==> config.mk <==
export PLATFORM = sky130hd
export DESIGN_NAME = lcd_subsys
export DESIGN_NICKNAME = d
export VERILOG_FILES = /design/src/rtl/lcd_pkg.sv /design/src/rtl/lcd_regs.sv /design/src/rtl/lcd_cmd_fifo.sv /design/src/rtl/lcd_controller.sv /design/src/rtl/lcd_subsys.sv
export SDC_FILE = /design/constraint.sdc
export NUM_CORES = 1
export LEC_CHECK = 0
export ABC_AREA = 1
export ABC_CLOCK_PERIOD_IN_PS = 2950
export BUFFER_PORTS_ARGS = -buffer_cell sky130_fd_sc_hd__buf_2
export CAP_MARGIN = 20
export CORE_ASPECT_RATIO = 1.1
export CORE_MARGIN = 10
export CORE_UTILIZATION = 40
export CTS_BUF_LIST = sky130_fd_sc_hd__clkbuf_8 sky130_fd_sc_hd__clkbuf_16
export DETAILED_ROUTE_END_ITERATION = 16
export GPL_ROUTABILITY_DRIVEN = 0
export MAX_ROUTING_LAYER = met4
export PLACE_DENSITY = 0.63
export SYNTH_ARGS = -nofsm -noshare
export SYNTH_HDL_FRONTEND = slang
export SYNTH_SLANG_ARGS = --single-unit
==> constraint.sdc <==
create_clock -name clk -period 2.95 [get_ports clk]
set_input_delay 0.59 -clock clk [delete_from_list [all_inputs] [get_ports clk]]
set_output_delay 0.59 -clock clk [all_outputs]
set_load 0.03 [all_outputs]
==> src/rtl/lcd_pkg.sv <==
package lcd_pkg;

	typedef logic [6:0]  lcd_cfg_t;   // lines, font, display, cursor, blink, inc_dec, shift
	typedef logic [9:0]  lcd_cmd_t;   // rs, rw, data[7:0]
	typedef logic [7:0]  lcd_byte_t;
	typedef logic [3:0]  axi_addr_t;
	typedef logic [31:0] axi_data_t;
	typedef logic [1:0]  axi_resp_t;

	// bit positions inside lcd_cfg_t
	localparam int CFG_LINES   = 6;
	localparam int CFG_FONT    = 5;
	localparam int CFG_DISPLAY = 4;
	localparam int CFG_CURSOR  = 3;
	localparam int CFG_BLINK   = 2;
	localparam int CFG_INC_DEC = 1;
	localparam int CFG_SHIFT   = 0;

	localparam int CMD_RS = 9;
	localparam int CMD_RW = 8;

	localparam axi_addr_t REG_CONFIG = 4'h0;
	localparam axi_addr_t REG_CTRL   = 4'h4;
	localparam axi_addr_t REG_DATA   = 4'h8;
	localparam axi_addr_t REG_STATUS = 4'hC;

	localparam axi_resp_t RESP_OKAY   = 2'b00;
	localparam axi_resp_t RESP_SLVERR = 2'b10;

	// timing, in microseconds
	localparam int T_POWERUP_US    = 500;
	localparam int T_PULSE_US      = 10;   // enable high for init commands
	localparam int T_WAIT_SHORT_US = 50;
	localparam int T_WAIT_CLEAR_US = 200;
	localparam int T_WAIT_ENTRY_US = 100;
	localparam int T_WR_SETUP_US   = 1;
	localparam int T_WR_HIGH_US    = 13;
	localparam int T_WR_TOTAL_US   = 50;

endpackage

==> src/rtl/lcd_regs.sv <==
`timescale 1ns/1ps

module lcd_regs #(
	parameter int FIFO_DEPTH = 8
) (
	input  logic                        clk,
	input  logic                        arst_n,
	input  lcd_pkg::axi_addr_t          awaddr,
	input  logic                        awvalid,
	output logic                        awready,
	input  lcd_pkg::axi_data_t          wdata,
	input  logic [3:0]                  wstrb,
	input  logic                        wvalid,
	output logic                        wready,
	output lcd_pkg::axi_resp_t          bresp,
	output logic                        bvalid,
	input  logic                        bready,
	input  lcd_pkg::axi_addr_t          araddr,
	input  logic                        arvalid,
	output logic                        arready,
	output lcd_pkg::axi_data_t          rdata,
	output lcd_pkg::axi_resp_t          rresp,
	output logic                        rvalid,
	input  logic                        rready,
	output lcd_pkg::lcd_cfg_t           cfg,
	output logic                        start,
	output logic                        push,
	output lcd_pkg::lcd_cmd_t           push_data,
	input  logic                        full,
	input  logic                        empty,
	input  logic [$clog2(FIFO_DEPTH):0] level,
	input  logic                        init_done,
	input  logic                        busy
);

	logic               wr_go;
	logic               wr_hs;
	logic               wr_err;
	logic               rd_hs;
	lcd_pkg::axi_data_t rd_mux;

	// accept AW and W together, only with no response outstanding
	assign wr_go = awvalid && wvalid && !bvalid && !awready;
	assign wr_hs = awvalid && awready && wvalid && wready;
	assign rd_hs = arvalid && arready;

	assign rresp = lcd_pkg::RESP_OKAY; // reads never fail

	always_comb begin
		case (awaddr)
			lcd_pkg::REG_CONFIG,
			lcd_pkg::REG_CTRL,
			lcd_pkg::REG_STATUS: wr_err = 1'b0; // status write is dropped quietly
			lcd_pkg::REG_DATA:   wr_err = full;
			default:             wr_err = 1'b1;
		endcase
	end

	always_ff @(posedge clk or negedge arst_n) begin
		if (!arst_n) begin
			awready <= 1'b0;
			wready  <= 1'b0;
			bvalid  <= 1'b0;
			bresp   <= lcd_pkg::RESP_OKAY;
		end else begin
			awready <= wr_go;
			wready  <= wr_go;
			if (wr_hs) begin
				bvalid <= 1'b1;
				bresp  <= wr_err ? lcd_pkg::RESP_SLVERR : lcd_pkg::RESP_OKAY;
			end else if (bvalid && bready) begin
				bvalid <= 1'b0;
			end
		end
	end

	always_ff @(posedge clk or negedge arst_n) begin
		if (!arst_n) begin
			cfg   <= '0;
			start <= 1'b0;
			push  <= 1'b0;
		end else begin
			start <= 1'b0; // single cycle pulses
			push  <= 1'b0;
			if (wr_hs && !wr_err && wstrb[0]) begin
				case (awaddr)
					lcd_pkg::REG_CONFIG: cfg   <= wdata[6:0];
					lcd_pkg::REG_CTRL:   start <= wdata[0];
					lcd_pkg::REG_DATA:   push  <= 1'b1;
					default: ;
				endcase
			end
		end
	end

	always_ff @(posedge clk) begin
		if (wr_hs && awaddr == lcd_pkg::REG_DATA)
			push_data <= wdata[9:0];
	end

	always_comb begin
		rd_mux = '0;
		case (araddr)
			lcd_pkg::REG_CONFIG: rd_mux[6:0] = cfg;
			lcd_pkg::REG_STATUS: begin
				rd_mux[0]    = init_done;
				rd_mux[1]    = busy;
				rd_mux[2]    = full;
				rd_mux[3]    = empty;
				rd_mux[11:8] = 4'(level);
			end
			default: ; // ctrl, data and holes read as zero
		endcase
	end

	always_ff @(posedge clk or negedge arst_n) begin
		if (!arst_n) begin
			arready <= 1'b0;
			rvalid  <= 1'b0;
		end else begin
			arready <= arvalid && !rvalid && !arready;
			if (rd_hs)
				rvalid <= 1'b1;
			else if (rvalid && rready)
				rvalid <= 1'b0;
		end
	end

	always_ff @(posedge clk) begin
		if (rd_hs)
			rdata <= rd_mux; // live status sampled at the handshake
	end

	a_bvalid_hold: assert property (@(posedge clk) disable iff (!arst_n)
		bvalid && !bready |=> bvalid);

endmodule

==> src/rtl/lcd_cmd_fifo.sv <==
`timescale 1ns/1ps

module lcd_cmd_fifo #(
	parameter int FIFO_DEPTH = 8
) (
	input  logic                        clk,
	input  logic                        arst_n,
	input  logic                        push,
	input  lcd_pkg::lcd_cmd_t           push_data,
	input  logic                        pop,
	output lcd_pkg::lcd_cmd_t           cmd,
	output logic                        full,
	output logic                        empty,
	output logic [$clog2(FIFO_DEPTH):0] level
);

	localparam int PTR_W = $clog2(FIFO_DEPTH);

	typedef logic [PTR_W-1:0] ptr_t;
	typedef logic [PTR_W:0]   lvl_t;

	localparam lvl_t LVL_FULL = lvl_t'(FIFO_DEPTH);

	lcd_pkg::lcd_cmd_t mem [FIFO_DEPTH];
	ptr_t              wr_ptr;
	ptr_t              rd_ptr;
	logic              do_push;
	logic              do_pop;

	assign do_push = push && !full;
	assign do_pop  = pop && !empty;

	assign full  = (level == LVL_FULL);
	assign empty = (level == '0);
	assign cmd   = mem[rd_ptr]; // head word, valid when not empty

	always_ff @(posedge clk or negedge arst_n) begin
		if (!arst_n) begin
			wr_ptr <= '0;
			rd_ptr <= '0;
			level  <= '0;
		end else begin
			if (do_push)
				wr_ptr <= wr_ptr + 1'b1; // depth is a power of two, wraps itself
			if (do_pop)
				rd_ptr <= rd_ptr + 1'b1;
			case ({do_push, do_pop})
				2'b10:   level <= level + 1'b1;
				2'b01:   level <= level - 1'b1;
				default: ; // both or neither keep the level
			endcase
		end
	end

	always_ff @(posedge clk) begin
		if (do_push)
			mem[wr_ptr] <= push_data;
	end

	a_no_push_full: assert property (@(posedge clk) disable iff (!arst_n)
		push |-> !full);

	a_no_pop_empty: assert property (@(posedge clk) disable iff (!arst_n)
		pop |-> !empty);

endmodule

==> src/rtl/lcd_controller.sv <==
`timescale 1ns/1ps

module lcd_controller #(
	parameter int CYCLES_PER_US = 10
) (
	input  logic               clk,
	input  logic               arst_n,
	input  lcd_pkg::lcd_cfg_t  cfg,
	input  logic               start,
	input  logic               empty,
	input  lcd_pkg::lcd_cmd_t  cmd,
	output logic               pop,
	output logic               e,
	output logic               rs,
	output logic               rw,
	output lcd_pkg::lcd_byte_t lcd_data,
	output logic               busy,
	output logic               init_done
);

	localparam int N        = CYCLES_PER_US;
	localparam int PWR_END  = lcd_pkg::T_POWERUP_US * N; // longest interval
	localparam int CNT_W    = $clog2(PWR_END + 1);
	localparam int PULSE    = lcd_pkg::T_PULSE_US * N;

	// init step boundaries counted from the first function set cycle
	localparam int FS_END   = PULSE;
	localparam int FS_GAP   = FS_END + lcd_pkg::T_WAIT_SHORT_US * N;
	localparam int DC_END   = FS_GAP + PULSE;
	localparam int DC_GAP   = DC_END + lcd_pkg::T_WAIT_SHORT_US * N;
	localparam int CL_END   = DC_GAP + PULSE;
	localparam int CL_GAP   = CL_END + lcd_pkg::T_WAIT_CLEAR_US * N;
	localparam int EM_END   = CL_GAP + PULSE;
	localparam int INIT_END = EM_END + lcd_pkg::T_WAIT_ENTRY_US * N;

	// write cycle enable window
	localparam int WR_E_ON  = lcd_pkg::T_WR_SETUP_US * N;
	localparam int WR_E_OFF = WR_E_ON + lcd_pkg::T_WR_HIGH_US * N;
	localparam int WR_END   = lcd_pkg::T_WR_TOTAL_US * N;

	typedef logic [CNT_W-1:0] cnt_t;

	typedef enum logic [2:0] {
		ST_IDLE,
		ST_POWERUP,
		ST_INIT,
		ST_READY,
		ST_WRITE
	} state_t;

	state_t     state;
	cnt_t       cnt;
	cnt_t       cnt_nxt;
	logic [8:0] init_nxt;

	// {e, data} for a given cycle of the init sequence
	function automatic logic [8:0] init_pins(input int k, input lcd_pkg::lcd_cfg_t c);
		logic [8:0] p;
		p = '0;
		if (k < FS_END)
			p = {1'b1, 4'b0011, c[lcd_pkg::CFG_LINES], c[lcd_pkg::CFG_FONT], 2'b00};
		else if (k >= FS_GAP && k < DC_END)
			p = {1'b1, 5'b00001, c[lcd_pkg::CFG_DISPLAY], c[lcd_pkg::CFG_CURSOR],
				c[lcd_pkg::CFG_BLINK]};
		else if (k >= DC_GAP && k < CL_END)
			p = {1'b1, 8'h01}; // clear display
		else if (k >= CL_GAP && k < EM_END)
			p = {1'b1, 6'b000001, c[lcd_pkg::CFG_INC_DEC], c[lcd_pkg::CFG_SHIFT]};
		return p;
	endfunction

	assign cnt_nxt  = cnt + 1'b1;
	assign init_nxt = init_pins(int'(cnt_nxt), cfg);

	always_ff @(posedge clk or negedge arst_n) begin
		if (!arst_n) begin
			state     <= ST_IDLE;
			cnt       <= '0;
			pop       <= 1'b0;
			e         <= 1'b0;
			rs        <= 1'b0;
			rw        <= 1'b0;
			lcd_data  <= '0;
			busy      <= 1'b0;
			init_done <= 1'b0;
		end else begin
			pop <= 1'b0;
			case (state)
				ST_IDLE: begin
					if (start) begin
						state <= ST_POWERUP;
						cnt   <= '0;
						busy  <= 1'b1;
					end
				end
				ST_POWERUP: begin
					if (cnt == cnt_t'(PWR_END - 1)) begin
						state           <= ST_INIT;
						cnt             <= '0;
						{e, lcd_data}   <= init_pins(0, cfg); // function set goes out now
					end else begin
						cnt <= cnt_nxt;
					end
				end
				ST_INIT: begin
					if (cnt == cnt_t'(INIT_END - 1)) begin
						state     <= ST_READY;
						cnt       <= '0;
						busy      <= 1'b0;
						init_done <= 1'b1; // sticky until reset
						e         <= 1'b0;
						lcd_data  <= '0;
					end else begin
						cnt           <= cnt_nxt;
						{e, lcd_data} <= init_nxt;
					end
				end
				ST_READY: begin
					if (!empty) begin
						state    <= ST_WRITE;
						pop      <= 1'b1;
						cnt      <= '0;
						busy     <= 1'b1;
						rs       <= cmd[lcd_pkg::CMD_RS];
						rw       <= cmd[lcd_pkg::CMD_RW];
						lcd_data <= cmd[7:0];
					end
				end
				ST_WRITE: begin
					if (cnt == cnt_t'(WR_END - 1)) begin
						state    <= ST_READY; // one idle cycle before next pop
						cnt      <= '0;
						busy     <= 1'b0;
						e        <= 1'b0;
						rs       <= 1'b0;
						rw       <= 1'b0;
						lcd_data <= '0;
					end else begin
						cnt <= cnt_nxt;
						e   <= (int'(cnt_nxt) >= WR_E_ON) && (int'(cnt_nxt) < WR_E_OFF);
					end
				end
				default: state <= ST_IDLE;
			endcase
		end
	end

	// bus must not move under a high enable as the LCD latches on its fall
	a_pins_stable: assert property (@(posedge clk) disable iff (!arst_n)
		e && $past(e) |-> $stable({rs, rw, lcd_data}));

	a_pop_ready: assert property (@(posedge clk) disable iff (!arst_n)
		pop |-> !empty && $past(init_done && !busy));

endmodule

==> src/rtl/lcd_subsys.sv <==
`timescale 1ns/1ps

module lcd_subsys #(
	parameter int CYCLES_PER_US = 10,
	parameter int FIFO_DEPTH    = 8   // power of two
) (
	input  logic               clk,
	input  logic               arst_n,
	input  lcd_pkg::axi_addr_t awaddr,
	input  logic               awvalid,
	output logic               awready,
	input  lcd_pkg::axi_data_t wdata,
	input  logic [3:0]         wstrb,
	input  logic               wvalid,
	output logic               wready,
	output lcd_pkg::axi_resp_t bresp,
	output logic               bvalid,
	input  logic               bready,
	input  lcd_pkg::axi_addr_t araddr,
	input  logic               arvalid,
	output logic               arready,
	output lcd_pkg::axi_data_t rdata,
	output lcd_pkg::axi_resp_t rresp,
	output logic               rvalid,
	input  logic               rready,
	output logic               e,
	output logic               rs,
	output logic               rw,
	output lcd_pkg::lcd_byte_t lcd_data
);

	lcd_pkg::lcd_cfg_t           cfg;
	logic                        start;
	logic                        push;
	lcd_pkg::lcd_cmd_t           push_data;
	logic                        pop;
	lcd_pkg::lcd_cmd_t           cmd;
	logic                        full;
	logic                        empty;
	logic [$clog2(FIFO_DEPTH):0] level;
	logic                        init_done;
	logic                        busy;

	lcd_regs #(.FIFO_DEPTH(FIFO_DEPTH)) i_regs (
		.clk, .arst_n,
		.awaddr, .awvalid, .awready,
		.wdata, .wstrb, .wvalid, .wready,
		.bresp, .bvalid, .bready,
		.araddr, .arvalid, .arready,
		.rdata, .rresp, .rvalid, .rready,
		.cfg, .start, .push, .push_data,
		.full, .empty, .level,
		.init_done, .busy
	);

	lcd_cmd_fifo #(.FIFO_DEPTH(FIFO_DEPTH)) i_fifo (
		.clk, .arst_n,
		.push, .push_data,
		.pop, .cmd,
		.full, .empty, .level
	);

	lcd_controller #(.CYCLES_PER_US(CYCLES_PER_US)) i_ctrl (
		.clk, .arst_n,
		.cfg, .start,
		.empty, .cmd, .pop,
		.e, .rs, .rw, .lcd_data,
		.busy, .init_done
	);

endmodule

==> impl_results.md <==
- DIE HEIGHT: 161 µm
- PnR worst setup slack: 0.522 ns
- Worst-path cell chain: inv_1 > nand3_1 > nor2_1 > inv_1 > nand2_1 > inv_1 > ha_1 > ha_1 > nand2_1 > nor2_1 > a211oi_1 > nor2_1 > nor2_1 > nand2_1 > xor2_1
- Ant. Diodes: 0
- Primary FF master, synth: edfxtp_1
- Reg clk slew, reported paths: 0.06 ns
- Synth Instances: 703
- Die ar.: 23900 µm²
- Crit-path slowest cell: dfrtp_1
- Period utilization: 82.3%
- NetSw: 2060 µW
- Starting Density: 40.8%
- Flop and latch count out of synthesis: 155
- Switching share of total power: 33.4%
- Die W: 148 µm
- CP Max Fanout: 4
- Hold Buf Count CTS: 0
- Power density cells: 741 nW/µm²
- Leakage power: 0.00342 µW
- Minimum clock period: 2.43 ns
- Post_cts resized: 0
- Distinct cells, synth: 50
- Post-Syn Area: 7260 µm²
- Most frequent cells in the layout: 116 x nand2_1, 108 x nor2_1, 101 x edfxtp_1, 58 x inv_1, 54 x dfrtp_1
- Area occupied by multi-input gates: 2440 µm²
- Routed len/inst: 16.0 µm
- Layout Cells excl Fill: 1021
- Startpoint types: flip-flop
- Critical path required time: 3.26 ns
- Worst setup endpoint: i_fifo.level[3]
- Drt drc: 0
- Initial antenna violation count: 0
- FF-to-FF setup slack: 0.52 ns
- R2R Path End: i_fifo.level[3]
- Register Area: 4380 µm²
- Core ar.: 17800 µm²
- Synth Warn #: 0
- Fillers: 1653
- CTS tree: built
- Postcts setup bufs: 0
- Largest net degree at the start of global routing: 55
- Via count: 5112
- WP data arrival: 2.74 ns
- Place WS: 0.539 ns
- Clk sink count: 155
- Final setup TNS: 0 ns
- CP startpoint: i_fifo.level[1]
- Min-Delay Path Class: in2async
- DP Wirelength: 11200 µm
- Setup Crit Path Kind: reg2reg
- Max-slew violation count: 0
- Power Internal: 4100 µW
- Post-Route WL: 16400 µm
- Setup Viol. Count Final: 0
- Overflow after GRT: 0
- GRT Total Usage: 14.3%
- First-pass GRT wire length: 26000 µm
- Longest Clk Path Bufs: 2
- Asr flop ratio synth: 34.8%
- Layout Nets: 828
- IO Pins: 103
- CTS root buf: clkbuf_16
- Pre-antenna DRT Iters: 5
- Combinational share of power: 23.5%
- Vias in the first global route: 4939
- Minimum hold slack: 0.307 ns
- Slowest stage delay, CP: 0.40 ns
- R2R Path Start: i_fifo.level[1]
- Via density: 5.01
- Syn_area_per_cell: 10.3 µm²
- Dpl cells: 989
- PortBufs: 53
- CTS buffer count: 17
- Area Overhead vs Synth: 14.5%
- Slew HR: 49.6%
- RSZ-0062 raised after global routing: false
- Peak Freq: 412 MHz
- Hold violation total from the final report: 0
- EDFF count, synth: 101
- Reg2Reg Depth: 15
- Register share of total power: 42.3%
- H-tree depth: 4
- Status: completed
- Row count: 51
- Drt initial violations: 355
- Post-synthesis sequential area ratio: 60.4%
- Max Clock Skew: 0.00613 ns
- Clock power frac: 34.2%
- Slew @ Worst Pin: 0.756 ns
- Most common cell after layout, fill and taps aside: nand2_1
- MaxCap Viol Count: 0
- Worst path most repeated cell: nor2_1
- Critical path capture point type: flip-flop
- Final ANT Viol Nets: 0
- Share of cells above drive strength 1: 18.4%
- Peak supply drop: 0.000393 V
- Clock latency on the worst-skew pair: 0.42 ns
## power by group through the flow
stage	sequential, µW	combinational [µW]	clock (µW)
global placement	2650	1450	0
floorplan	2750	1020	0
finish	2610	1450	2110
global route	2620	1620	2240
CTS	2600	1460	2150
detailed placement	2640	1460	0
## state kept, by name (all words and copies together), names as in the netlist, 3 cells and up
| name | cells |
|---|---|
| i_regs.cfg | 7 |
| i_ctrl.state | 3 |
| i_fifo.level | 4 |
| i_regs.rdata | 11 |
| i_ctrl.cnt | 13 |
| i_ctrl.lcd_data | 8 |
| i_regs.push_data | 10 |
| i_fifo.mem | 80 |
| i_fifo.rd_ptr | 3 |
| i_fifo.wr_ptr | 3 |
## cells in the mapped netlist (all sizes together) (4+ instances only)
cell type | n | area (µm²)
a21oi | 10 | 53.8
buf | 33 | 238
clkbuf | 9 | 33.8
dfrtp | 54 | 1350
edfxtp | 101 | 3030
ha | 6 | 75.1
inv | 66 | 248
mux2i | 8 | 80.1
nand2 | 129 | 527
nand3 | 34 | 175
nand4 | 11 | 75.1
nor2 | 122 | 537
nor3 | 10 | 66.3
nor4 | 4 | 40.0
o211ai | 5 | 37.5
o21ai | 42 | 210
o221ai | 8 | 70.1
o22ai | 15 | 93.8
o31ai | 4 | 40.0
o32ai | 12 | 105
xor2 | 5 | 43.8
## per-layer routing
metal	vias to the layer above	track usage (%)	routed length [µm]
li1	2513	-	-
met1	2450	17.1	7260
met2	131	23.2	8110
met3	18	2.88	767
met4	0	5.55	240
met5	-	-	0
## through the flow
stage	util, %	instance area, µm²	power, µW
finish	46.7	8320	6160
floorplan	-	7350	3770
global placement	43.5	7740	4100
detailed placement	43.5	7740	4100
global route	46.7	8320	6480
CTS	46.7	8320	6210
## cell type report
class	count	share of cell area, %
multi-input combinational	462	29.3
timing repair buffer	67	4.45
tap	238	3.58
clock buffer	17	5.12
clock inverter	15	1.76
inverter	67	3.04
sequential	155	52.7
## logic make-up after synthesis
family	count (synthesis)	share of synthesized area [%]
and+or+nand+nor	313	19.9
DFF	155	60.4
buffers and inverters	109	7.22
AOI/OAI and AO/OA	102	9.05
muxes	10	1.41
adders and majority gates	7	1.31
xor gates and xnor gates	6	0.724
other	1	0.0516
## how the worst min path moves through the flow
stage | to | start
2_1_floorplan | i_ctrl.busy | arst_n
3_3_place_gp | i_regs.arready | i_regs.arready
3_5_place_dp | i_regs.arready | i_regs.arready
4_1_cts | i_regs.push_data[7] | wdata[7]
5_1_grt | i_regs.push_data[8] | wdata[8]
6_report | i_regs.rvalid | arst_n
## worst max-delay path, delay by kind of cell, from the launching register on
family	cells	cell delay, ns
AOI/OAI and AO/OA	1	0.24
adders and majority gates	2	0.56
buffers and inverters	3	0.32
xor gates and xnor gates	1	0.13
DFF	1	0.40
and+or+nand+nor	8	0.66
(Power assumes the default switching activity.)
